`config.mk`:
```
export PLATFORM = sky130hd
export DESIGN_NAME = buzzer_player_top
export DESIGN_NICKNAME = d
export VERILOG_FILES = /design/src/verilog/music_pkg.sv /design/src/verilog/player_pkg.sv /design/src/verilog/time_base.sv /design/src/verilog/pitch_table.sv /design/src/verilog/tone_gen.sv /design/src/verilog/song_rom.sv /design/src/verilog/melody_sequencer.sv /design/src/verilog/buzzer_player_top.sv
export VERILOG_INCLUDE_DIRS = /design/src /design/src/verilog
export SDC_FILE = /design/constraint.sdc
export NUM_CORES = 1
export LEC_CHECK = 0
export BUFFER_PORTS_ARGS = -buffer_cell sky130_fd_sc_hd__buf_2
export CORE_MARGIN = 1
export CORE_UTILIZATION = 40
export CTS_BUF_LIST = sky130_fd_sc_hd__clkbuf_4 sky130_fd_sc_hd__clkbuf_8
export CTS_CLUSTER_SIZE = 24
export DETAILED_ROUTE_END_ITERATION = 6
export PLACE_DENSITY = 0.62
export SYNTH_ARGS = -nofsm -noshare
export SYNTH_HDL_FRONTEND = slang
export SYNTH_SLANG_ARGS = --single-unit
```
`constraint.sdc`:
```
create_clock -name clk -period 12 [get_ports clk]
set_input_delay 0.6 -clock clk [delete_from_list [all_inputs] [get_ports clk]]
set_output_delay 0.6 -clock clk [all_outputs]
set_load 0.005 [all_outputs]
```
`src/verilog/buzzer_defines.svh`:
```
`ifndef BUZZER_DEFINES_SVH
`define BUZZER_DEFINES_SVH

// Note codes 1 to 108 span nine octaves and 0 is a rest
`define NOTE_W          7
`define NOTE_MAX        108

`define FREQ_W          14
`define DUR_W           13

// Half a second in microsecond-Hz units
`define HALF_WAVE_UNITS 500000
`define ACC_W           19

`define SONG_LEN        24
`define STEP_W          5

`endif

```
`src/verilog/music_pkg.sv`:
```
`default_nettype none

package music_pkg;

	`include "buzzer_defines.svh"

	typedef logic [`NOTE_W-1:0] note_code_t;
	typedef logic [`FREQ_W-1:0] freq_t;
	typedef logic [`DUR_W-1:0] dur_t;

	typedef enum logic [3:0] {
		C, Db, D, Eb, E, F, Gb, G, Ab, A, Bb, B
	} semitone_e;

	localparam note_code_t note_rest = '0;

	// Octave 1 starts at code 1
	function automatic note_code_t mk_note(semitone_e s, int unsigned octave);
		int unsigned code;
		code = (octave - 1) * 12 + int'(s) + 1;
		return note_code_t'(code);
	endfunction

endpackage

`default_nettype wire

```
`src/verilog/player_pkg.sv`:
```
`default_nettype none

package player_pkg;

	typedef enum logic [1:0] {
		IDLE,
		LOAD,
		HOLD,
		MANUAL
	} seq_state_e;

endpackage

`default_nettype wire

```
`src/verilog/time_base.sv`:
```
`timescale 1ns/1ps
`default_nettype none

module time_base #(
	parameter int cycles_per_usec = 50,
	parameter int usec_per_msec = 1000
) (
	input  logic clk,
	input  logic reset_p,
	output logic usec_tick,
	output logic msec_tick
);

	localparam int cyc_w = (cycles_per_usec > 1) ? $clog2(cycles_per_usec) : 1;
	localparam int usec_w = (usec_per_msec > 1) ? $clog2(usec_per_msec) : 1;

	logic [cyc_w-1:0] cyc_cnt;
	logic [usec_w-1:0] usec_cnt;

	// Tick is registered so the first one lands at cycle cycles_per_usec
	always_ff @(posedge clk or posedge reset_p) begin
		if (reset_p) begin
			cyc_cnt <= '0;
			usec_tick <= 1'b0;
		end else if (cyc_cnt == cyc_w'(cycles_per_usec - 1)) begin
			cyc_cnt <= '0;
			usec_tick <= 1'b1;
		end else begin
			cyc_cnt <= cyc_cnt + 1'b1;
			usec_tick <= 1'b0;
		end
	end

	always_ff @(posedge clk or posedge reset_p) begin
		if (reset_p) begin
			usec_cnt <= '0;
		end else if (msec_tick) begin
			usec_cnt <= '0;
		end else if (usec_tick) begin
			usec_cnt <= usec_cnt + 1'b1;
		end
	end

	assign msec_tick = usec_tick && (usec_cnt == usec_w'(usec_per_msec - 1));

endmodule

`default_nettype wire

```
`src/verilog/pitch_table.sv`:
```
`timescale 1ns/1ps
`default_nettype none

`include "buzzer_defines.svh"

module pitch_table import music_pkg::*; (
	input  note_code_t note,
	output freq_t      freq
);

	note_code_t idx;
	logic [3:0] octave;
	semitone_e semi;
	freq_t top;

	always_comb begin
		idx = note - 1'b1;
		octave = 4'(idx / 12) + 4'd1;
		semi = semitone_e'(4'(idx % 12));
	end

	// Octave 9 values that the lower octaves derive from by halving
	always_comb begin
		case (semi)
			C:       top = 14'd8372;
			Db:      top = 14'd8870;
			D:       top = 14'd9397;
			Eb:      top = 14'd9956;
			E:       top = 14'd10548;
			F:       top = 14'd11175;
			Gb:      top = 14'd11840;
			G:       top = 14'd12544;
			Ab:      top = 14'd13290;
			A:       top = 14'd14080;
			Bb:      top = 14'd14917;
			B:       top = 14'd15804;
			default: top = '0;
		endcase
	end

	always_comb begin
		if (note == note_rest || note > `NOTE_W'(`NOTE_MAX)) begin
			freq = '0;
		end else begin
			freq = top >> (4'd9 - octave);
		end
	end

endmodule

`default_nettype wire

```
`src/verilog/tone_gen.sv`:
```
`timescale 1ns/1ps
`default_nettype none

`include "buzzer_defines.svh"

module tone_gen import music_pkg::*; (
	input  logic       clk,
	input  logic       reset_p,
	input  logic       usec_tick,
	input  note_code_t note,
	input  freq_t      freq,
	output logic       buz_clk
);

	localparam logic [`ACC_W-1:0] half_wave = `ACC_W'(`HALF_WAVE_UNITS);

	note_code_t prev_note;
	logic [`ACC_W-1:0] acc;
	logic [`ACC_W-1:0] sum;
	logic note_chg;

	assign note_chg = (note != prev_note);

	// Both operands stay below the threshold, so the sum fits ACC_W
	assign sum = acc + `ACC_W'(freq);

	always_ff @(posedge clk or posedge reset_p) begin
		if (reset_p) begin
			prev_note <= note_rest;
			acc <= '0;
			buz_clk <= 1'b0;
		end else begin
			prev_note <= note;
			if (note_chg) begin
				// New note restarts the phase
				acc <= '0;
				buz_clk <= 1'b0;
			end else if (usec_tick) begin
				if (sum >= half_wave) begin
					acc <= sum - half_wave;
					buz_clk <= ~buz_clk;
				end else begin
					acc <= sum;
				end
			end
		end
	end

endmodule

`default_nettype wire

```
`src/verilog/song_rom.sv`:
```
`timescale 1ns/1ps
`default_nettype none

`include "buzzer_defines.svh"

module song_rom import music_pkg::*; (
	input  logic [`STEP_W-1:0] step,
	output note_code_t         rom_note,
	output dur_t               rom_dur
);

	// Note lengths in ms at the halved tempo
	localparam dur_t len_s = dur_t'(62);
	localparam dur_t len_e = dur_t'(125);
	localparam dur_t len_d = dur_t'(187);
	localparam dur_t len_skip = dur_t'(0);

	// Each note is followed by a rest of the same length
	always_comb begin
		case (step)
			5'd0:    {rom_note, rom_dur} = {mk_note(D, 4), len_s};
			5'd1:    {rom_note, rom_dur} = {note_rest, len_s};
			5'd2:    {rom_note, rom_dur} = {mk_note(D, 4), len_s};
			5'd3:    {rom_note, rom_dur} = {note_rest, len_s};
			5'd4:    {rom_note, rom_dur} = {mk_note(D, 5), len_e};
			5'd5:    {rom_note, rom_dur} = {note_rest, len_e};
			5'd6:    {rom_note, rom_dur} = {mk_note(A, 4), len_d};
			5'd7:    {rom_note, rom_dur} = {note_rest, len_d};
			5'd8:    {rom_note, rom_dur} = {mk_note(Ab, 4), len_e};
			5'd9:    {rom_note, rom_dur} = {note_rest, len_e};
			5'd10:   {rom_note, rom_dur} = {mk_note(G, 4), len_e};
			5'd11:   {rom_note, rom_dur} = {note_rest, len_e};
			5'd12:   {rom_note, rom_dur} = {mk_note(F, 4), len_e};
			5'd13:   {rom_note, rom_dur} = {note_rest, len_e};
			5'd14:   {rom_note, rom_dur} = {mk_note(D, 4), len_s};
			5'd15:   {rom_note, rom_dur} = {note_rest, len_s};
			5'd16:   {rom_note, rom_dur} = {mk_note(F, 4), len_s};
			5'd17:   {rom_note, rom_dur} = {note_rest, len_s};
			5'd18:   {rom_note, rom_dur} = {mk_note(G, 4), len_s};
			5'd19:   {rom_note, rom_dur} = {note_rest, len_s};
			5'd20:   {rom_note, rom_dur} = {mk_note(C, 4), len_s};
			5'd21:   {rom_note, rom_dur} = {note_rest, len_s};
			// Skipped entry that never sounds
			5'd22:   {rom_note, rom_dur} = {mk_note(B, 3), len_skip};
			5'd23:   {rom_note, rom_dur} = {mk_note(C, 4), len_s};
			default: {rom_note, rom_dur} = {note_rest, len_skip};
		endcase
	end

endmodule

`default_nettype wire

```
`src/verilog/melody_sequencer.sv`:
```
`timescale 1ns/1ps
`default_nettype none

`include "buzzer_defines.svh"

module melody_sequencer import music_pkg::*, player_pkg::*; (
	input  logic               clk,
	input  logic               reset_p,
	input  logic               msec_tick,
	input  logic               play_start,
	input  logic               play_stop,
	input  logic               manual_en,
	input  note_code_t         manual_note,
	input  note_code_t         rom_note,
	input  dur_t               rom_dur,
	output logic [`STEP_W-1:0] step,
	output note_code_t         note,
	output logic               playing
);

	seq_state_e state;
	dur_t remain;
	logic last_step;

	assign last_step = (step == `STEP_W'(`SONG_LEN - 1));

	always_ff @(posedge clk or posedge reset_p) begin
		if (reset_p) begin
			state <= IDLE;
			step <= '0;
			remain <= '0;
			note <= note_rest;
			playing <= 1'b0;
		end else if (manual_en) begin
			// Manual override wins over everything else
			state <= MANUAL;
			note <= manual_note;
			playing <= 1'b0;
		end else if (play_stop) begin
			state <= IDLE;
			note <= note_rest;
			playing <= 1'b0;
		end else if (play_start) begin
			state <= LOAD;
			step <= '0;
			playing <= 1'b1;
		end else begin
			case (state)
				LOAD: begin
					if (rom_dur == '0) begin
						// Zero length moves on and leaves note as it is
						if (last_step) begin
							state <= IDLE;
							note <= note_rest;
							playing <= 1'b0;
						end else begin
							step <= step + 1'b1;
						end
					end else begin
						note <= rom_note;
						remain <= rom_dur;
						state <= HOLD;
					end
				end
				HOLD: begin
					if (msec_tick) begin
						if (remain == dur_t'(1)) begin
							if (last_step) begin
								state <= IDLE;
								note <= note_rest;
								playing <= 1'b0;
							end else begin
								step <= step + 1'b1;
								state <= LOAD;
							end
						end else begin
							remain <= remain - 1'b1;
						end
					end
				end
				MANUAL: begin
					state <= IDLE;
					note <= note_rest;
				end
				default: begin
					state <= IDLE;
				end
			endcase
		end
	end

endmodule

`default_nettype wire

```
`src/verilog/buzzer_player_top.sv`:
```
`timescale 1ns/1ps
`default_nettype none

`include "buzzer_defines.svh"

module buzzer_player_top import music_pkg::*; #(
	parameter int cycles_per_usec = 50,
	parameter int usec_per_msec = 1000
) (
	input  logic       clk,
	input  logic       reset_p,
	input  logic       play_start,
	input  logic       play_stop,
	input  logic       manual_en,
	input  note_code_t manual_note,
	output logic       buz_clk,
	output logic       playing,
	output note_code_t note
);

	logic usec_tick;
	logic msec_tick;
	logic [`STEP_W-1:0] step;
	note_code_t rom_note;
	dur_t rom_dur;
	freq_t freq;

	time_base #(
		.cycles_per_usec(cycles_per_usec),
		.usec_per_msec(usec_per_msec)
	) time_base0 (
		.clk(clk),
		.reset_p(reset_p),
		.usec_tick(usec_tick),
		.msec_tick(msec_tick)
	);

	melody_sequencer seq0 (
		.clk(clk),
		.reset_p(reset_p),
		.msec_tick(msec_tick),
		.play_start(play_start),
		.play_stop(play_stop),
		.manual_en(manual_en),
		.manual_note(manual_note),
		.rom_note(rom_note),
		.rom_dur(rom_dur),
		.step(step),
		.note(note),
		.playing(playing)
	);

	song_rom rom0 (
		.step(step),
		.rom_note(rom_note),
		.rom_dur(rom_dur)
	);

	pitch_table pitch0 (
		.note(note),
		.freq(freq)
	);

	tone_gen tone0 (
		.clk(clk),
		.reset_p(reset_p),
		.usec_tick(usec_tick),
		.note(note),
		.freq(freq),
		.buz_clk(buz_clk)
	);

endmodule

`default_nettype wire

```
# ---- Word level (Yosys, flattened, before mapping)
# Memories as Yosys holds them, arrays and structs flattened.
# Index checks and enable logic that the tools add are counted.
dict set report op_classes {
  add_sub_neg 9
  mul 0
  div 2
  magnitude_cmp 2
  n_eq_ne 21
  shift 1
  mux 46
  n_bitwise 4
  reduce_logical 17
}
# operator count
set ops {}
lappend ops {{19-bit two-way mux} 3}
lappend ops {{7-bit two-way mux} 7}
lappend ops {{13-bit two-way mux} 3}
lappend ops {{7-bit by 4-bit divider with 32-bit output, second input constant} 1}
lappend ops {{7-bit by 4-bit remainder unit with 32-bit output, second input constant} 1}
lappend ops {{13-bit case mux with 2 select lines} 1}
lappend ops {{5-bit two-way mux} 5}
lappend ops {{7-bit case mux with 3 select lines} 1}
lappend ops {{10-bit two-way mux} 2}
lappend ops {{19-bit by 14-bit adder with 19-bit output} 1}
lappend ops {{19-bit greater-or-equal comparator, second input constant} 1}
lappend ops {{19-bit subtractor, second input constant} 1}
lappend ops {{14-bit two-way mux} 1}
lappend ops {{2-bit two-way mux} 7}
lappend ops {{14-bit by 4-bit right shift with 14-bit output} 1}
lappend ops {{13-bit by 1-bit == test with 1-bit output, second input constant} 1}
lappend ops {{13-bit logical NOT} 1}
lappend ops {{13-bit by 1-bit subtractor with 13-bit output, second input constant} 1}
lappend ops {{1-bit two-way mux} 12}
lappend ops {{10-bit by 1-bit adder with 10-bit output, second input constant} 1}
lappend ops {{10-bit == test, second input constant} 1}
lappend ops {{5-bit by 4-bit != test with 1-bit output, second input constant} 2}
lappend ops {{5-bit case mux with 2 select lines} 1}
lappend ops {{5-bit nonzero test} 2}
lappend ops {{33 further kinds} 44}
dict set report totals {
  reg_bits 72
  latch_bits 0
  ramBits 0
  mem_bits_ro 672
  inputBits 12
  word_cells 115
  mem_count 2
}
# name depth width read_ports rd_ports_with_merged_regs wr line
set mem_list {}
lappend mem_list {{(no name shown)} 32 14 1 0 0 song_rom.sv:20} ;# case (step)
lappend mem_list {{(no name shown)} 16 14 1 0 0 pitch_table.sv:24} ;# case (semi)

# ---- Depth between registers and ports, before layout
# Gate-level depths: netlist (run 1).
dict set report logic_depth {
  depth_word 11
  mapped_depth 41
  ltp_nobuf 36
}

# ---- Cells and area by module
# Synthesis (run 1) repeated with hierarchy kept, for this count alone.
dict set report hier_totals {
  hier_cells 893
  hier_area_um2 7234.4
}
# module n_inst cells_per_inst area_per_inst_um2 seq_area_each_um2
set by_module_without_submodules {}
lappend by_module_without_submodules {tone_gen 1 265 2293.4 675.6}
lappend by_module_without_submodules {melody_sequencer 1 222 1910.6 700.7}
lappend by_module_without_submodules {pitch_table 1 272 1811.7 0.0}
lappend by_module_without_submodules {time_base 1 82 878.3 425.4}
lappend by_module_without_submodules {song_rom 1 52 340.3 0.0}

# ---- Worst setup path after synthesis (run 1)
# No wires, ideal clock.
dict set report synth_timing {
  path_type {register to register}
  start {reg seq0.note[0]}
  end {reg tone0.acc[6]}
  arrival_ns 8.878
  required_time_ns 11.905
  path_slack_ns 3.027
  path_stages_with_launch 39
  n_path_buf 6
  synth_period_minus_slack_ns 8.973
  path_cell_list {dfrtp_1 -> clkbuf_1 -> inv_1 -> ha_1 -> nor2b_1 -> nand2_1 -> xnor2_1 -> ha_1 -> clkbuf_1 -> nor2b_1 -> nor4_2 -> o21ai_1 -> nand2_1 -> nand4_1 -> o21ai_0 -> ha_1 -> a31oi_1 -> o41a_1 -> [... 3 more ...] -> ha_1 -> inv_1 -> clkbuf_1 -> clkbuf_1 -> mux2i_1 -> o221ai_1 -> ha_1 -> nor2b_1 -> o31a_1 -> o211ai_1 -> nor2b_1 -> xnor2_1 -> a21oi_1 -> o41a_1 -> o21ai_0 -> clkbuf_1 -> mux2_2 -> a211oi_1}
}
dict set report synth_via {
  elab_chain_len 11
  word_cells_on_any_way 19
  classes_between {add/sub (5); div (2); order compare (2); eq/ne (1); shift (1); mux (4); reduce/logical (3); memory (1)}
}
# item line
set synth_rtl {}
lappend synth_rtl {{from (decl)} melody_sequencer.sv:17} ;# output note_code_t note,
lappend synth_rtl {{from (signal assigned)} melody_sequencer.sv:32} ;# note <= note_rest;
lappend synth_rtl {{from (signal assigned)} melody_sequencer.sv:37} ;# note <= manual_note;
lappend synth_rtl {{from (signal assigned)} melody_sequencer.sv:41} ;# note <= note_rest;
lappend synth_rtl {{7-bit by 1-bit subtractor with 7-bit output} pitch_table.sv:17} ;# idx = note - 1'b1;
lappend synth_rtl {{7-bit by 4-bit divider with 32-bit output} pitch_table.sv:18} ;# octave = 4'(idx / 12) + 4'd1;
lappend synth_rtl {{4-bit by 1-bit adder with 4-bit output} pitch_table.sv:18}
lappend synth_rtl {{4-bit subtractor} pitch_table.sv:45} ;# freq = top >> (4'd9 - octave);
lappend synth_rtl {{14-bit by 4-bit right shift with 14-bit output} pitch_table.sv:45}
lappend synth_rtl {{14-bit two-way mux} pitch_table.sv:42} ;# if (note == note_rest || note > `NOTE_W'(`NOTE_MAX)) begin
lappend synth_rtl {{19-bit by 14-bit adder with 19-bit output} tone_gen.sv:25} ;# assign sum = acc + `ACC_W'(freq);
lappend synth_rtl {{19-bit subtractor or 19-bit greater-or-equal comparator (tied branches)} {tone_gen.sv:40, tone_gen.sv:39}}
lappend synth_rtl {{19-bit two-way mux} tone_gen.sv:39} ;# if (sum >= half_wave) begin
lappend synth_rtl {{19-bit two-way mux} tone_gen.sv:38} ;# end else if (usec_tick) begin
lappend synth_rtl {{19-bit two-way mux} tone_gen.sv:34} ;# if (note_chg) begin
lappend synth_rtl {{to (signal assigned)} tone_gen.sv:40} ;# acc <= sum - half_wave;
lappend synth_rtl {{to (signal assigned)} tone_gen.sv:43} ;# acc <= sum;
lappend synth_rtl {{to (decl)} tone_gen.sv:18} ;# logic [`ACC_W-1:0] acc;
# Several ways; a longest one is shown, not always the timed one. The select of a mux whose other input is x is not followed.
# A chain may end at the register's enable or synchronous reset.

# ---- Final worst setup path (run 1)
# Same ends and word-level chain as after synthesis.

==> results.cfg, run 1 <==
[detailed_routing]
dr.pass1.iters = 5
dr_total_vias = 6022
routedWlPerCell_um = 15.9
drc_errors = 0
postRouteAntennaNets = 0
drt_iter0_drc = 474
drt_wl_total_mm = 16.4
vias_per_cell = 5.85

[clocking]
cts_tree = done
hold_buffers = 0
post_cts_buffers = 0
htree_levels = 3
clkTransAtPathRegs_ns = 0.08
insertion_delay_ns = 0.36
cts-root-buf = clkbuf_8
ctsResizeCount = 0
numCtsBuffers = 9
cts_sinks = 72
clk_path_buf_depth = 2

[global_route]
gr-usage-all-layers_pct = 20.4
grt_pass1_wl_mm = 27.5
grt_max_degree = 73
first_global_vias = 5477
antenna_found_initial = 0
overflow = 0

[synth]
netlist_instances = 820
synth_edf_count = 0
synthFlopType = dfrtp_1
synth_top_area_share_pct = 27.8
synth_cell_types = 77
synth_fp_nets = 870
synth.area.top_cells = dfrtp_1 28%, ha_1 7.1%, nor2_1 4.9%, o21ai_0 4.6%, a21oi_1 4.1%
syn_avg_cell_area_sq_um = 7.91
yosysTopAreaCell = dfrtp_1
yosysMostFrequentCell = nor2_1
syn_area_sq_mm = 0.00649
ys_top_cells_by_count = 84 x nor2_1, 72 x dfrtp_1, 64 x nand2_1, 60 x o21ai_0, 53 x a21oi_1
seq_area_frac_synth_pct = 27.8
async_reset_ff_share_pct = 100
ys_warn_count = 0
synth_seq_cells = 72

[timing]
whs_ns = 0.470
fmax_mhz = 92.0
timing.slew.headroom_pct = 19.0
period_needed_ns = 10.87
fin_tns_setup_ns = 0
fin_crit_sh_pct = 90.6
tightest_slew_ns = 1.20
hold_viol = 0
setup_viol = 0
rsz0062_at_grt = no
skew_ns = 0.0165
finalMaxSlewViolations = 0

[final_layout]
nNetsFinal = 859
area_growth_pct = 6.77
layout-drive-gt1-share_pct = 7.49
fillers = 1631
final_cell_area_sq_mm = 0.00693
fin_util_pct = 43.6
num_antenna_cells = 0

[floorplan]
dieWidth_um = 129
initial_core_util_pct = 40.8
die_h_um = 129
dieArea_sq_mm = 0.0167
fp-row-count = 46
core_area_sq_mm = 0.0159
pin_count = 21

[setup_path]
crit_path_max_incr_delay_ns = 0.91
cp_data_required_time_ns = 12.24
start_kind = flip-flop
critPathKind = reg -> reg
worst_path_max_delay_cell = o21ai_0
cp.arrival_ns = 11.11
path_max_fanout = 21
r2r_slack_ns = 1.13
cp-end-kind = flip-flop
worst_path_most_repeated_cell = o21ai_0

[placed_design]
gp_congestion = 0.899
place_hpwl_mm = 11.7
dpl_cell_area_sq_mm = 0.00670
port_buffers = 20

[worst_hold_path]
min_path_type = in -> reg

[pwr]
p_leak_nw = 2.75
vdd_ir_drop_max_mv = 0.110
power.total_mw = 1.77
powerDensity_mw_per_mm2 = 256

[run]
maxCapViolations = 0

[status]
outcome = completed
[final cells by class]
type,count,area (sq um),area share [%]
Multi-Input combinational cell,668,4370,63.1
Sequential cell,72,1800,26.0
Tap cell,216,270,3.90
Clock buffer,10,138,1.99
Inverter,35,131,1.90
Timing Repair Buffer,23,123,1.77
Clock inverter,6,90.1,1.30
[per-stage QoR]
stage	setup WS, ns	instances
finish	1.13	1030
CTS	1.29	1030
floorplan	3.03	820
global placement	1.64	1014
global route	0.199	1030
detailed placement	1.36	1014
[report_power, final]
group          switching, mW  internal [mW]
Combinational          0.780          0.465
Sequential            0.0418          0.264
Clock                 0.0985          0.124
[layer usage]
metal | vias up | track usage (%) | share of wire [%]
li1 | 3024 | - | -
met1 | 2784 | 28.9 | 48
met2 | 186 | 31.2 | 44
met3 | 28 | 4.05 | 5.9
met4 | 0 | 6.51 | 1.9
met5 | - | 0 | 0
[critical path: cells and delay by family, from the launching register on]
family	cells	cell delay (ns)
and+or+nand+nor	7	1.27
buffers and inverters	3	1.18
adders and majority gates	5	1.83
muxes	1	0.42
DFF	1	0.62
AOI/OAI and AO/OA	16	4.65
xor gates and xnor gates	3	0.77
[path summary, 6_finish.rpt]
path                                    endpoint                   from  cells after the start
setup / recovery                    tone0.acc[6]           seq0.note[0]                     35
max in group asynchronous  time_base0.cyc_cnt[1]                reset_p                      3
hold reg to reg            time_base0.cyc_cnt[0]  time_base0.cyc_cnt[0]                      1
min in group asynchronous          tone0.buz_clk                reset_p                      3
setup reg to reg                    tone0.acc[6]           seq0.note[0]                     35
hold / removal                      seq0.note[6]         manual_note[6]                      2
[sequential cells by signal (all words and copies together) (netlist names)]
register,cells
time_base0.usec_cnt,10
seq0.step,5
tone0.buz_clk,1
tone0.prev_note,7
seq0.note,7
seq0.remain,13
seq0.state,2
seq0.playing,1
time_base0.usec_tick,1
time_base0.cyc_cnt,6
tone0.acc,19
[kinds of logic (layout without fill, tap and decap cells)]
logic type | after synthesis | count (layout) | share of synthesized area, %
multiplexers | 23 | 23 | 3.63
adder cells (fa/ha/maj) | 38 | 38 | 7.44
flip-flops | 72 | 72 | 27.8
AND/OR/NAND/NOR | 305 | 305 | 23.6
XOR/XNOR | 51 | 51 | 6.89
buffers and inverters | 80 | 74 | 4.82
AO/OA/AOI/OAI | 251 | 251 | 25.8
[placed cells by master (no fill, tap or decap), types with 4 or more instances in the layout]
master	n
xnor2_1	26
a21oi_1	53
dfrtp_1	72
o31a_1	5
xor2_1	25
buf_2	20
nor2_1	84
nand3b_1	4
nor4_1	13
nor3_1	28
nand2_1	64
nand3_1	26
nand4_1	16
o21a_1	7
a211oi_1	14
a31oi_1	16
a22oi_1	8
o21ai_0	60
nor2b_1	17
a311oi_1	4
o22ai_1	9
clkbuf_8	10
o211ai_1	13
inv_1	32
or4_1	4
or2_2	4
nand2b_1	13
ha_1	37
mux2i_1	19
o221ai_1	5
o31ai_1	8
mux2_2	4
or3_1	11
No activity file was read; power rests on OpenSTA's default activity.
==> run 2: changes to the inputs <==
clock period = 11.8 ns   (was 12 ns; I/O delays follow)
==> run 2 against run 1 <==
Final cell count barely moved. Setup slack improved by 0.14 ns. Routed wire length rose by 2.2%. Total power fell by 0.45%. Via count rose by 1.6%. Count of clock-buffer cells in the layout rose by 1. Sequential power rose by 2%. Critical path depth did not move. Hold slack improved by 0.00096 ns. Highest routed layer unchanged.
==> results.cfg, run 2 (same netlist as run 1, synthesis figures left out) <==
[final_layout]
register_area_sq_mm = 0.00180
final_cell_mix = 84 x nor2_1, 72 x dfrtp_1, 64 x nand2_1
nNetsFinal = 859
layout-drive-gt1-share_pct = 7.38
top_register = tone0.acc
multi_input_area_sq_mm = 0.00437
top_regs = tone0.acc (19), seq0.remain (13), time_base0.usec_cnt (10)
final_common_cell = nor2_1
fillers = 1623
num_antenna_cells = 0
area_growth_pct = 5.90
largest_register_ffs = 19

[detailed_routing]
drt_iter0_drc = 485
drc_errors = 0
vias_per_cell = 5.94
postRouteAntennaNets = 0
routedWlPerCell_um = 16.2
dr.pass1.iters = 5
drt_wl_total_mm = 16.7
dr_total_vias = 6116

[global_route]
grt_pass1_wl_mm = 28.0
grt_max_degree = 73
first_global_vias = 5498
gr-usage-all-layers_pct = 20.9
antenna_found_initial = 0
overflow = 0

[setup_path]
critPathKind = reg -> reg
path_max_fanout = 21
cp.arrival_ns = 10.78
rr_worst_depth = 35
crit_path_max_incr_delay_ns = 0.62
cp_data_required_time_ns = 12.05
worst_path_most_repeated_cell = ha_1
r2r-end = tone0.acc[6]
r2r_start = seq0.note[0]
start_kind = flip-flop
r2r_slack_ns = 1.27
worst_path_max_delay_cell = dfrtp_1
cp-end-kind = flip-flop

[pwr]
powerDensity_mw_per_mm2 = 257
p_leak_nw = 2.73
vdd_ir_drop_max_mv = 0.107

[worst_hold_path]
worstHoldEndpoint = seq0.note[6]
min_from = manual_note[6]
whs_path_depth = 2
min_path_type = in -> reg

[timing]
setup_viol = 0
whs_ns = 0.471
skew_ns = 0.00775
fmax_mhz = 94.9
rsz0062_at_grt = no
hold_viol = 0
timing.slew.headroom_pct = 22.6
finalMaxSlewViolations = 0
period_needed_ns = 10.53
fin_tns_setup_ns = 0
tightest_slew_ns = 1.15
fin_crit_sh_pct = 89.3

[clocking]
post_cts_buffers = 0
clk_path_buf_depth = 2
clkTransAtPathRegs_ns = 0.07
cts_tree = done
cts_sinks = 72
insertion_delay_ns = 0.35
cts-root-buf = clkbuf_8
htree_levels = 3
numCtsBuffers = 9

[floorplan]
pin_count = 21
core_area_sq_mm = 0.0159
dieArea_sq_mm = 0.0167
fp-row-count = 46
dieWidth_um = 129
initial_core_util_pct = 40.8
die_h_um = 129

[placed_design]
place_hpwl_mm = 11.8
gp_congestion = 0.890
port_buffers = 20

[status]
outcome = completed

[run]
maxCapViolations = 0
run 2: cell types whose count changed in the layout (fill, tap and decap cells not counted):
| cell | previous run | this run |
|---|---|---|
| o21ai_1 | 2 | 3 |
| inv_6 | 2 | 0 |
| clkinvlp_4 | 1 | 0 |
| clkbuf_8 | 10 | 11 |
| clkinv_2 | 1 | 4 |
| o21ai_0 | 60 | 59 |
| bufinv_16 | 2 | 0 |
run 2: per-layer routing:
layer  vias up  routed length [um]  GRT usage (%)
li1       3031                   -              -
met1      2864                7870           29.4
met2       195                7500           32.0
met3        26                1100           4.62
met4         0                 257           6.23
met5         -                   0              0
run 2: final cells by class:
class                      count  share of cell area, %
inverter                      35                   1.91
timing repair buffer          23                   1.78
multi-input combinational    668                   63.6
sequential                    72                   26.2
clock inverter                 4                  0.291
clock buffer                  11                   2.20
tap                          216                   3.93
run 2: power by group:
group / total, mW / internal [mW] / switching [mW]
sequential: 0.311 / 0.268 / 0.0429
combinational: 1.27 / 0.472 / 0.802
clock: 0.179 / 0.0852 / 0.0937
total: 1.76 / 0.826 / 0.939
run 2: how the worst max path moves through the flow:
stage	cells after the start	from	endpoint
2_1_floorplan	38	seq0.note[0]	tone0.acc[6]
3_3_place_gp	35	seq0.note[0]	tone0.acc[6]
3_5_place_dp	35	seq0.note[0]	tone0.acc[6]
4_1_cts	35	seq0.note[0]	tone0.acc[6]
5_1_grt	35	seq0.note[0]	tone0.acc[6]
6_report	35	seq0.note[0]	tone0.acc[6]
run 2: stage by stage:
step | instances | utilization, % | instance area [sq um] | setup WS [ns] | total power, mW
floorplan | 820 | - | 6490 | 2.83 | 1.31
global placement | 1014 | 42.2 | 6700 | 1.44 | 1.56
detailed placement | 1014 | 42.2 | 6700 | 1.17 | 1.56
CTS | 1029 | 43.2 | 6870 | 1.14 | 1.75
global route | 1029 | 43.2 | 6870 | 0.257 | 1.92
finish | 1029 | 43.2 | 6870 | 1.27 | 1.76
run 2: repair_timing:
action | in CTS | in global routing
gates resized for setup | 0 | 1
hold buffers | 0 | 0
setup endpoints to repair | 0 | 2
run 2: critical path, delay by kind of cell, from the launching register on:
family	cells	cell delay [ns]
buffers and inverters	3	1.19
muxes	1	0.41
and+or+nand+nor	7	1.14
DFF	1	0.62
xor gates and xnor gates	3	0.89
adders and majority gates	6	2.08
AOI/OAI and AO/OA	15	4.07
